$ cat config.mk
export PLATFORM = sky130hd
export DESIGN_NAME = lsu_top
export DESIGN_NICKNAME = d
export VERILOG_FILES = /design/src/rv32_lsu_pkg.sv /design/src/lsu_req_if.sv /design/src/mem_access_if.sv /design/src/agu.sv /design/src/load_extend.sv /design/src/lsu_issue.sv /design/src/lsu_top.sv /design/src/wb_master.sv
export SDC_FILE = /design/constraint.sdc
export NUM_CORES = 1
export LEC_CHECK = 0
export BUFFER_PORTS_ARGS = -buffer_cell sky130_fd_sc_hd__buf_2
export CAP_MARGIN = 5
export CORE_ASPECT_RATIO = 0.5
export CORE_MARGIN = 2
export CORE_UTILIZATION = 48
export CTS_BUF_LIST = sky130_fd_sc_hd__clkbuf_8
export CTS_CLUSTER_SIZE = 30
export DETAILED_ROUTE_END_ITERATION = 8
export PLACE_DENSITY = 0.86
export SETUP_SLACK_MARGIN = 0.3
export SLEW_MARGIN = 0
export SYNTH_ARGS = -nofsm -noshare
export SYNTH_HDL_FRONTEND = slang
export SYNTH_SLANG_ARGS = --single-unit
$ cat constraint.sdc
create_clock -name CLK -period 2.75 [get_ports CLK]
set_input_delay 0.4125 -clock CLK [delete_from_list [all_inputs] [get_ports CLK]]
set_output_delay 0.4125 -clock CLK [all_outputs]
set_load 0.005 [all_outputs]
$ cat src/rv32_lsu_pkg.sv
// Load/store unit package holding the memory operation codes, the bus FSM states and the widths.
package rv32_lsu_pkg;

  // Width of the data path and of every address.
  localparam int XLEN = 32;

  // One byte enable per byte lane of the data path.
  localparam int SEL_W = XLEN / 8;

  // Memory operations issued by the pipeline.
  // Bit 3 marks a store and bit 2 marks an unsigned load.
  // The two low bits give the access size (0 byte, 1 half, 2 word).
  typedef enum logic [3:0] {
    LB  = 4'b0000,
    LH  = 4'b0001,
    LW  = 4'b0010,
    LBU = 4'b0100,
    LHU = 4'b0101,
    SB  = 4'b1000,
    SH  = 4'b1001,
    SW  = 4'b1010
  } mem_op_t;

  // States of the Wishbone master.
  // WB_IDLE waits for a start pulse from the issue stage.
  // WB_BUS holds the classic cycle open until the slave acks.
  // WB_RESP presents the response to the pipeline for one cycle.
  typedef enum logic [1:0] {
    WB_IDLE = 2'b00,
    WB_BUS  = 2'b01,
    WB_RESP = 2'b10
  } wb_state_t;

endpackage

$ cat src/lsu_req_if.sv
// Held memory request passed from the issue stage to address generation, bus and load paths.
`timescale 1ns/1ps

interface lsu_req_if import rv32_lsu_pkg::*; ();

  // One-cycle pulse in the cycle after a request is accepted.
  logic start;

  // Request fields. They stay stable until the response has been taken.
  mem_op_t op;
  logic [XLEN-1:0] base;
  logic [XLEN-1:0] offset;
  logic [XLEN-1:0] wdata;

  // The issue stage owns every field.
  modport producer (
    output start,
    output op,
    output base,
    output offset,
    output wdata
  );

  // Address generation, the bus master and load extension only read.
  modport consumer (
    input start,
    input op,
    input base,
    input offset,
    input wdata
  );

endinterface

$ cat src/mem_access_if.sv
// Generated access carrying address, byte enables, lane-placed store data and the alignment flag.
`timescale 1ns/1ps

interface mem_access_if import rv32_lsu_pkg::*; ();

  // Effective byte address of the access.
  logic [XLEN-1:0] addr;

  // Byte lanes touched by the access.
  logic [SEL_W-1:0] sel;

  // Store data already moved onto the enabled lanes.
  logic [XLEN-1:0] wdata;

  // High for store operations.
  logic we;

  // High when the access crosses its natural alignment.
  logic misaligned;

  modport producer (
    output addr,
    output sel,
    output wdata,
    output we,
    output misaligned
  );

  modport consumer (
    input addr,
    input sel,
    input wdata,
    input we,
    input misaligned
  );

endinterface

$ cat src/agu.sv
// Address generation unit computing the effective address, byte enables, store lanes and alignment.
`timescale 1ns/1ps

module agu import rv32_lsu_pkg::*; (
  lsu_req_if.consumer     rq,
  mem_access_if.producer  acc
);

  logic [XLEN-1:0] addr;
  logic [1:0]      byte_offset;

  // The sum wraps around at 32 bits, as in the base ISA.
  assign addr        = rq.base + rq.offset;
  assign byte_offset = addr[1:0];

  assign acc.addr = addr;

  // Stores are the operations with bit 3 set.
  assign acc.we = (rq.op == SB) || (rq.op == SH) || (rq.op == SW);

  // The low bytes of the store data move up to the first enabled lane.
  // Lanes outside the select mask carry leftovers that the slave ignores.
  assign acc.wdata = rq.wdata << {byte_offset, 3'b000};

  // Byte enables and alignment.
  always_comb begin
    acc.sel        = '0;
    acc.misaligned = 1'b0;
    unique case (rq.op)
      LB, LBU, SB: begin
        // A single byte is always aligned.
        acc.sel = SEL_W'(1) << byte_offset;
      end
      LH, LHU, SH: begin
        // A half uses the lower or upper lane pair and must start on an even byte.
        acc.sel        = byte_offset[1] ? 4'b1100 : 4'b0011;
        acc.misaligned = byte_offset[0];
      end
      LW, SW: begin
        acc.sel        = '1;
        acc.misaligned = (byte_offset != 2'b00);
      end
      default: begin
        acc.sel        = '0;
        acc.misaligned = 1'b0;
      end
    endcase
  end

endmodule

$ cat src/load_extend.sv
// Load data alignment that picks the addressed byte or half and extends it to a full word.
`timescale 1ns/1ps

module load_extend import rv32_lsu_pkg::*; (
  lsu_req_if.consumer     rq,
  mem_access_if.consumer  acc,
  input  logic [XLEN-1:0] rdata_raw,
  output logic [XLEN-1:0] resp_rdata
);

  logic [XLEN-1:0] shifted;
  logic [7:0]      byte_val;
  logic [15:0]     half_val;

  // Move the addressed lane down to bit 0.
  // A half is aligned here, so its offset is 0 or 2.
  assign shifted  = rdata_raw >> {acc.addr[1:0], 3'b000};
  assign byte_val = shifted[7:0];
  assign half_val = shifted[15:0];

  always_comb begin
    unique case (rq.op)
      LB:      resp_rdata = {{(XLEN - 8){byte_val[7]}}, byte_val};
      LBU:     resp_rdata = {{(XLEN - 8){1'b0}}, byte_val};
      LH:      resp_rdata = {{(XLEN - 16){half_val[15]}}, half_val};
      LHU:     resp_rdata = {{(XLEN - 16){1'b0}}, half_val};
      LW:      resp_rdata = rdata_raw;
      // Stores return no data.
      default: resp_rdata = '0;
    endcase
  end

endmodule

$ cat src/lsu_issue.sv
// Request input stage that accepts one memory request and holds it until its response.
`timescale 1ns/1ps

module lsu_issue import rv32_lsu_pkg::*; (
  input  logic            CLK,
  input  logic            reset,
  input  logic            req_valid,
  input  mem_op_t         req_op,
  input  logic [XLEN-1:0] req_base,
  input  logic [XLEN-1:0] req_offset,
  input  logic [XLEN-1:0] req_wdata,
  output logic            req_ready,
  input  logic            resp_valid,
  lsu_req_if.producer     rq
);

  // Set from acceptance until the response cycle has passed.
  logic busy;
  logic accept;

  // Only one request may be in flight, so the stage is ready exactly when idle.
  assign req_ready = ~busy;
  assign accept    = req_valid & ~busy;

  // Control state.
  // The response clears busy, so the next request can be taken one cycle later.
  always_ff @(posedge CLK) begin
    if (reset) begin
      busy     <= 1'b0;
      rq.start <= 1'b0;
    end else begin
      rq.start <= accept;
      if (accept) begin
        busy <= 1'b1;
      end else if (resp_valid) begin
        busy <= 1'b0;
      end
    end
  end

  // Payload registers.
  // They load only on acceptance and are otherwise held for the downstream blocks.
  always_ff @(posedge CLK) begin
    if (accept) begin
      rq.op     <= req_op;
      rq.base   <= req_base;
      rq.offset <= req_offset;
      rq.wdata  <= req_wdata;
    end
  end

endmodule

$ cat src/lsu_top.sv
// Load/store unit top level joining the issue stage, AGU, Wishbone master and load extension.
`timescale 1ns/1ps

module lsu_top import rv32_lsu_pkg::*; (
  input  logic             CLK,
  input  logic             reset,
  // Pipeline side.
  input  logic             req_valid,
  input  mem_op_t          req_op,
  input  logic [XLEN-1:0]  req_base,
  input  logic [XLEN-1:0]  req_offset,
  input  logic [XLEN-1:0]  req_wdata,
  output logic             req_ready,
  output logic             resp_valid,
  output logic             resp_fault,
  output logic [XLEN-1:0]  resp_rdata,
  // Wishbone classic master.
  output logic             wb_cyc,
  output logic             wb_stb,
  output logic             wb_we,
  output logic [XLEN-1:0]  wb_adr,
  output logic [SEL_W-1:0] wb_sel,
  output logic [XLEN-1:0]  wb_dat_o,
  input  logic [XLEN-1:0]  wb_dat_i,
  input  logic             wb_ack
);

  // Bus word before lane selection and extension.
  logic [XLEN-1:0] rdata_raw;

  lsu_req_if    rq_if ();
  mem_access_if acc_if ();

  lsu_issue u_issue (
    .CLK        (CLK),
    .reset      (reset),
    .req_valid  (req_valid),
    .req_op     (req_op),
    .req_base   (req_base),
    .req_offset (req_offset),
    .req_wdata  (req_wdata),
    .req_ready  (req_ready),
    .resp_valid (resp_valid),
    .rq         (rq_if)
  );

  agu u_agu (
    .rq  (rq_if),
    .acc (acc_if)
  );

  wb_master u_wb_master (
    .CLK        (CLK),
    .reset      (reset),
    .rq         (rq_if),
    .acc        (acc_if),
    .wb_cyc     (wb_cyc),
    .wb_stb     (wb_stb),
    .wb_we      (wb_we),
    .wb_adr     (wb_adr),
    .wb_sel     (wb_sel),
    .wb_dat_o   (wb_dat_o),
    .wb_dat_i   (wb_dat_i),
    .wb_ack     (wb_ack),
    .resp_valid (resp_valid),
    .resp_fault (resp_fault),
    .rdata_raw  (rdata_raw)
  );

  load_extend u_load_extend (
    .rq         (rq_if),
    .acc        (acc_if),
    .rdata_raw  (rdata_raw),
    .resp_rdata (resp_rdata)
  );

endmodule

$ cat src/wb_master.sv
// Wishbone classic master FSM that runs one bus cycle per request or answers a fault directly.
`timescale 1ns/1ps

module wb_master import rv32_lsu_pkg::*; (
  input  logic             CLK,
  input  logic             reset,
  lsu_req_if.consumer      rq,
  mem_access_if.consumer   acc,
  output logic             wb_cyc,
  output logic             wb_stb,
  output logic             wb_we,
  output logic [XLEN-1:0]  wb_adr,
  output logic [SEL_W-1:0] wb_sel,
  output logic [XLEN-1:0]  wb_dat_o,
  input  logic [XLEN-1:0]  wb_dat_i,
  input  logic             wb_ack,
  output logic             resp_valid,
  output logic             resp_fault,
  output logic [XLEN-1:0]  rdata_raw
);

  wb_state_t       state;
  wb_state_t       state_next;
  logic [XLEN-1:0] rdata_q;
  logic            launch;
  logic            fault;

  // A start pulse seen in idle either opens the bus cycle at once or is rejected at once.
  // Both decisions are combinational so that they land in the cycle after acceptance.
  assign fault  = (state == WB_IDLE) & rq.start & acc.misaligned;
  assign launch = (state == WB_IDLE) & rq.start & ~acc.misaligned;

  always_comb begin
    state_next = state;
    unique case (state)
      WB_IDLE: begin
        // An ack in the very first bus cycle skips straight to the response.
        if (launch) begin
          state_next = wb_ack ? WB_RESP : WB_BUS;
        end
      end
      WB_BUS: begin
        if (wb_ack) begin
          state_next = WB_RESP;
        end
      end
      WB_RESP: state_next = WB_IDLE;
      default: state_next = WB_IDLE;
    endcase
  end

  always_ff @(posedge CLK) begin
    if (reset) begin
      state <= WB_IDLE;
    end else begin
      state <= state_next;
    end
  end

  // Read data is captured on the ack edge and shown during WB_RESP.
  always_ff @(posedge CLK) begin
    if (wb_cyc && wb_ack) begin
      rdata_q <= wb_dat_i;
    end
  end

  // Strobe and cycle move together since there are no bursts.
  assign wb_cyc = launch | (state == WB_BUS);
  assign wb_stb = wb_cyc;
  assign wb_we  = wb_cyc & acc.we;

  // The bus is word addressed on byte addresses, so the lane is given by wb_sel alone.
  assign wb_adr   = {acc.addr[XLEN-1:2], 2'b00};
  assign wb_sel   = acc.sel;
  assign wb_dat_o = acc.wdata;

  assign resp_valid = fault | (state == WB_RESP);
  assign resp_fault = fault;

  // A faulting load returns zero instead of a stale bus word.
  assign rdata_raw = fault ? '0 : rdata_q;

endmodule

Word-level counts from Yosys, hierarchy flattened
Index checks and enable logic that the tools add are counted.
Word-level totals
  bits in registers: 136
  input bits: 136
  output and inout port bits: 106
  logic and storage cells: 54
Cells by class
  add/sub/neg operators: 1
  equal/unequal tests: 11
  shift operators: 3
  multiplexer cells: 11
  bitwise gates (word level): 9
  reduce and logical (&&, ||, !) cells: 11
Operators by type and width (count)
  32-bit case mux with 5 select lines: 1
  32-bit adder: 1
  32-bit two-way mux: 1
  32-bit by 5-bit << shifter with 32-bit output: 1
  32-bit by 5-bit >> shifter with 16-bit output: 1
  4-bit == test (second input constant): 3
  4-bit case mux with 3 select lines: 1
  4-bit by 3-bit == test with 1-bit output (second input constant): 2
  2-bit two-way mux: 3
  3-bit OR reduction: 2
  1-bit AND: 5
  4-bit by 1-bit == test with 1-bit output (second input constant): 1
  4-bit by 2-bit == test with 1-bit output (second input constant): 1
  4-bit zero test: 1
  4-bit two-way mux: 1
  2-bit case mux with 2 select lines: 1
  2-bit nonzero test: 2
  1-bit by 2-bit << shifter with 4-bit output (first input constant): 1
  2-bit by 1-bit == test with 1-bit output (second input constant): 1
  2-bit == test (second input constant): 1
  2-bit zero test: 1
  1-bit logical OR: 2
  1-bit two-way mux: 2
  2-bit by 1-bit inequality test with 1-bit output (second input constant): 1
  7 further kinds: 9

Longest topological paths before layout
  word-level depth: 7
  depth in mapped cells: 11
  depth with buffers taken out: 9

By module
Synthesis repeated with hierarchy kept, for this count alone.
Second synthesis, totals
  cells, all modules: 727
  area total of the unflattened synthesis: 8050.2 µm²
Modules (own cells, without submodules)
  lsu_issue: instances 1, cells each 107, area each 3070.4 µm², seq. area each 3042.9 µm²
  agu: instances 1, cells each 350, area each 2362.3 µm², seq. area each 0.0 µm²
  wb_master: instances 1, cells each 151, area each 1831.8 µm², seq. area each 1001.0 µm²
  load_extend: instances 1, cells each 119, area each 785.8 µm², seq. area each 0.0 µm²

Least setup slack after synthesis
OpenSTA, ideal clock, no wires.
  kind: flip-flop to flip-flop
  start: reg u_issue.rq.base[0]
  end: reg u_wb_master.rdata_q[0] (enable)
  library setup time: 0.392 ns
  data arrival time: 2.581 ns
  data required time: 2.358 ns
  path slack: -0.223 ns
  stages on the path, launching flop included: 9
  path buffers: 1
  period minus slack after synthesis: 2.973 ns
  cells stage by stage: edfxtp_1 > ha_1 > inv_1 > fa_1 > clkbuf_1 > a2bb2oi_2 > a21oi_1 > nor2_1 > and2_1
On the way
  word-level cells in the longest chain between the ends: 7
Ends and longest elaborated chain
  from (decl): line lsu_req_if.sv:19  | output base,
  from (signal assigned): line lsu_issue.sv:46  | rq.base <= req_base;
  32-bit adder *: line agu.sv:13  | assign addr = rq.base + rq.offset;
  2-bit nonzero test: line agu.sv:41  | acc.misaligned = (byte_offset != 2'b00);
  1-bit case mux with 2 select lines *: line agu.sv:29  | unique case (rq.op)
  1-bit NOT *: line wb_master.sv:31  | assign launch = (state == WB_IDLE) & rq.start & ~acc.misaligned;
  1-bit AND *: line wb_master.sv:31
  1-bit bitwise OR *: line wb_master.sv:68  | assign wb_cyc = launch | (state == WB_BUS);
  net wb_cyc: line lsu_top.sv:18  | output logic wb_cyc,
  1-bit logical AND *: line wb_master.sv:62  | if (wb_cyc && wb_ack) begin
  to (signal assigned): line wb_master.sv:63  | rdata_q <= wb_dat_i;
  to (decl): line wb_master.sv:24  | logic [XLEN-1:0] rdata_q;
The timed path passes the listed nets; every way through them passes the cells marked *.
A chain may end at the register's enable or synchronous reset.

Worst setup path after layout
  start: reg u_issue.rq.offset[0]
  end: out resp_rdata[17]
On the way
  word-level cells in the longest chain between the ends: 7
Ends and longest elaborated chain
  from (decl): line lsu_req_if.sv:20  | output offset,
  from (signal assigned): line lsu_issue.sv:47  | rq.offset <= req_offset;
  32-bit adder *: line agu.sv:13
  2-bit nonzero test: line agu.sv:41
  1-bit case mux with 2 select lines: line agu.sv:29
  1-bit AND: line wb_master.sv:30  | assign fault = (state == WB_IDLE) & rq.start & acc.misaligned;
  32-bit two-way mux: line wb_master.sv:81  | assign rdata_raw = fault ? '0 : rdata_q;
  32-bit by 5-bit >> shifter with 16-bit output: line load_extend.sv:17  | assign shifted = rdata_raw >> {acc.addr[1:0], 3'b000};
  32-bit case mux with 5 select lines *: line load_extend.sv:22  | unique case (rq.op)
  to (decl): line lsu_top.sv:16  | output logic [XLEN-1:0] resp_rdata,
Mark *: on every way between the ends. The rest lies on a longest branch, timed or not.

==> impl_summary.log <==
INFO  metric run_status = complete, but fails checks
INFO  metric failing_checks = negative setup slack
INFO  metric cp-start-kind = flop
INFO  metric timing.slew.headroom = 59.46%
INFO  metric avgViaCountPerCell = 6.024
INFO  metric hold_start = wb_dat_i[21]
INFO  metric finalWorstPathRequiredPeriod = 3.429 ns
INFO  metric final.period_utilization = 124.7%
INFO  metric slew_violations = 0
INFO  metric post_drt_wl_per_cell = 22.19 um
INFO  metric pin_count = 242
INFO  metric drt-total-wl = 27,340 um
INFO  metric dominantRegCellSynth = edfxtp_1
INFO  metric arrival = 3.02 ns
INFO  metric grt_overflow_total = 0
INFO  metric worst_path_dominant_cell_family = adder cells
INFO  metric cts_sinks = 136
INFO  metric htree_num_levels = 4
INFO  metric clock_path_buffers = 2
INFO  metric clk_transition_reported_paths = 0.11 ns
INFO  metric synth.top_cells.by_area = edfxtp_1, ha_1, a21oi_1, nand2_1, xnor2_1
INFO  metric rr_startpoint = u_issue.rq.offset[0]$_DFFE_PP_
INFO  metric hpwl = 15,000 um
INFO  metric area.growth.synth_to_final = 58.02%
INFO  metric drc = 0
INFO  metric fin_worst_skew = 0.02761 ns
INFO  metric setup_viol_count_final = 97
INFO  metric rr_worst_depth = 11
INFO  metric endpoint_of_the_worst_hold_path = u_wb_master.rdata_q[21]$_DFFE_PP_
INFO  metric cts_tree = done
INFO  metric cp_slowest_stage_delay = 0.60 ns
INFO  metric final_critical_path_setup_slack = -0.6789 ns
INFO  metric place.port_buffers = 239
INFO  metric yosysWarningCount = 0
INFO  metric timing.critical_path.required = 2.34 ns
INFO  metric worst_setup_path_startpoint = u_issue.rq.offset[0]$_DFFE_PP_
INFO  metric tritoncts.num_buffers = 17
INFO  metric routed-via-count = 7,421
INFO  metric clock_insertion_delay_worst_skew = 0.48 ns
INFO  metric synth-seq-cells = 136
INFO  metric fin_hold_ws = 0.1012 ns
INFO  metric drt_pre_antenna_iters = 8
INFO  metric post_dp_cell_area = 9324 sq um
INFO  metric synth.avg_cell_area = 11.25 sq um
INFO  metric timing.final.hold_violations = 0
INFO  metric worst_setup_path_end_kind = output pin
INFO  metric placementRows = 32
INFO  metric cts-root-buf = clkbuf_8
INFO  metric core_area = 15,250 sq um
INFO  metric peakVddDrop = 0.3586 mV
INFO  metric max_stage_delay_cell_worst_path = fa_2
INFO  metric crit_fanout = 16
INFO  metric die_width = 179.8 um
INFO  metric grt_usage = 26.09%
INFO  metric synthArstFlopShare = 0%
INFO  metric timing.max_cap.violations = 0
INFO  metric fin_nets = 1,180
INFO  metric setup_repair_after_global_routing_missed_its_margin = yes
INFO  metric critical_path.cell_chain = ha_2, inv_2, fa_2, buf_12, buf_12, nor2b_2, a211oi_2, a21oi_4, nand3_4, o41ai_4, buf_12, a21o_1, buf_2
INFO  metric fmax = 291.6 MHz
INFO  metric cellPowerDensity = 558.5 nW/um^2
INFO  metric place.gp.congestion = 0.9105
INFO  metric max_slew.worst_pin.slew = 0.6054 ns
INFO  metric reg2reg_to = u_wb_master.rdata_q[8]$_DFFE_PP_
INFO  metric worstSetupPathType = reg2out
INFO  metric floorplan.initialDensity = 48.61%
INFO  metric layout-drive-gt1-share = 56.78%
INFO  metric netlist.area_leader.share = 53.46%
INFO  metric antenna_found_initial = 2
INFO  metric synth_cells = 659
INFO  metric post_synth_num_cell_types = 63
INFO  metric synthesis.area = 7415 sq um
INFO  metric grt_pass1_vias = 6,819
INFO  metric finalSetupTns = -41.45 ns
INFO  metric post_cts_hold_buffer_count = 0
INFO  metric largest_net_degree_at_the_start_of_global_routing = 101
INFO  metric design.die.area = 16,520 sq um
INFO  metric grt_pass1_wl = 34,030 um
INFO  metric power_leakage = 4.962 nW
INFO  metric hold_path_depth = 1
INFO  metric drtIter0Drc = 574
INFO  metric synthDominantAreaCellType = edfxtp_1
INFO  metric dieHeight = 91.89 um
INFO  metric synth_sequential_area_ratio = 54.54%
INFO  metric stdcell_area = 11,720 sq um
INFO  metric synth_edf_count = 132
INFO  metric critical-path-top-cell-by-count = buf_12
INFO  metric remaining_number_of_nets_flagged_by_the_antenna_check_after_routing = 0
INFO  metric min_path_type = in2reg
INFO  metric ff2ff_setup_slack = 0.12 ns
INFO  metric critPathBufInv = 5
power by group:
group          switching (mW)  total, mW  internal, mW
clock network           0.980       1.64         0.662
logic                    1.19       2.40          1.21
registers              0.0828       2.50          2.42
total                    2.25       6.54          4.29
how the worst max path moves through the flow:
stage                     end  slack (ns)  depth (start not counted)
6_report       resp_rdata[17]       -0.68                         13
4_1_cts            wb_adr[26]       -0.57                          9
2_1_floorplan  resp_rdata[16]        0.05                         11
5_1_grt        resp_rdata[27]       -0.76                         11
3_3_place_gp   resp_rdata[10]       -0.16                         10
3_5_place_dp   resp_rdata[13]       -0.30                         10
synth_stat cells, types with 19 or more instances:
cell and number:
a21o_1 26, a21oi_1 66, clkbuf_1 22, edfxtp_1 132
ha_1 31, inv_1 19, mux2i_1 19, nand2_1 60
nor2_1 41, nor2b_1 23, o21ai_0 36, xnor2_1 23
cell usage in the layout (no fill, tap or decap), drive strengths merged, types with 19 or more instances in the layout:
master  synthesis  layout
xnor2          23      23
inv            20      29
a21oi          66      66
mux2i          19      19
buf            15     366
a21o           26      26
ha             31      31
edfxtp        132     132
nor2b          23      23
nand2          60      60
o21ai          37      37
clkbuf         23      19
nor2           41      41
flip-flops by register name, indices dropped and copies added (netlist names):
| name | cells |
|---|---|
| u_issue.busy | 1 |
| u_issue.rq.base | 32 |
| u_issue.rq.offset | 32 |
| u_issue.rq.op | 4 |
| u_issue.rq.start | 1 |
| u_issue.rq.wdata | 32 |
| u_wb_master.rdata_q | 32 |
| u_wb_master.state | 2 |
what timing repair did:
action / 4_1_cts / 5_1_grt
resized for setup: 143 / 173
setup endpoints to repair: 132 / 133
endpoints found under the hold margin: 0 / 0
pin swaps: 39 / 58
cloned: 4 / 4
setup buffers: 16 / 36
stage by stage:
step	worst slack (ns)	util, %	cells	total power [mW]
2_1_floorplan	0.04787	-	660	3.384
3_5_place_dp	-0.2990	61.12	1137	4.042
3_3_place_gp	-0.1550	61.12	1137	3.990
5_1_grt	-0.7593	76.79	1231	6.762
4_1_cts	-0.5726	68.82	1189	5.912
6_report	-0.6789	76.80	1232	6.543
layout make-up:
cell class                      instances  area, sq um
Timing Repair Buffer                  368         2640
Fill cell                             841         3538
Clock inverter                         15        133.9
Clock buffer                           17        234.0
Inverter                               20        81.33
Sequential cell                       136         4044
Tap cell                              204        255.2
Multi-Input combinational cell        469         4320
Antenna cell                            3        7.507
per-layer routing:
metal | part of all wire [%] | GRT usage, %
met1 | 38 | 30.84
met4 | 5.4 | 12.60
met2 | 50 | 46.30
met5 | 0 | 0
met3 | 7.4 | 4.964
cells by family after synthesis:
family,synth area share (%)
other,0.05058
and+or+nand+nor,11.49
adders and majority gates,5.501
AOI/OAI and AO/OA,17.97
DFF,54.54
xor gates and xnor gates,3.426
buffers and inverters,3.695
muxes,3.324
Note: power is estimated with default switching activity, not from simulation.
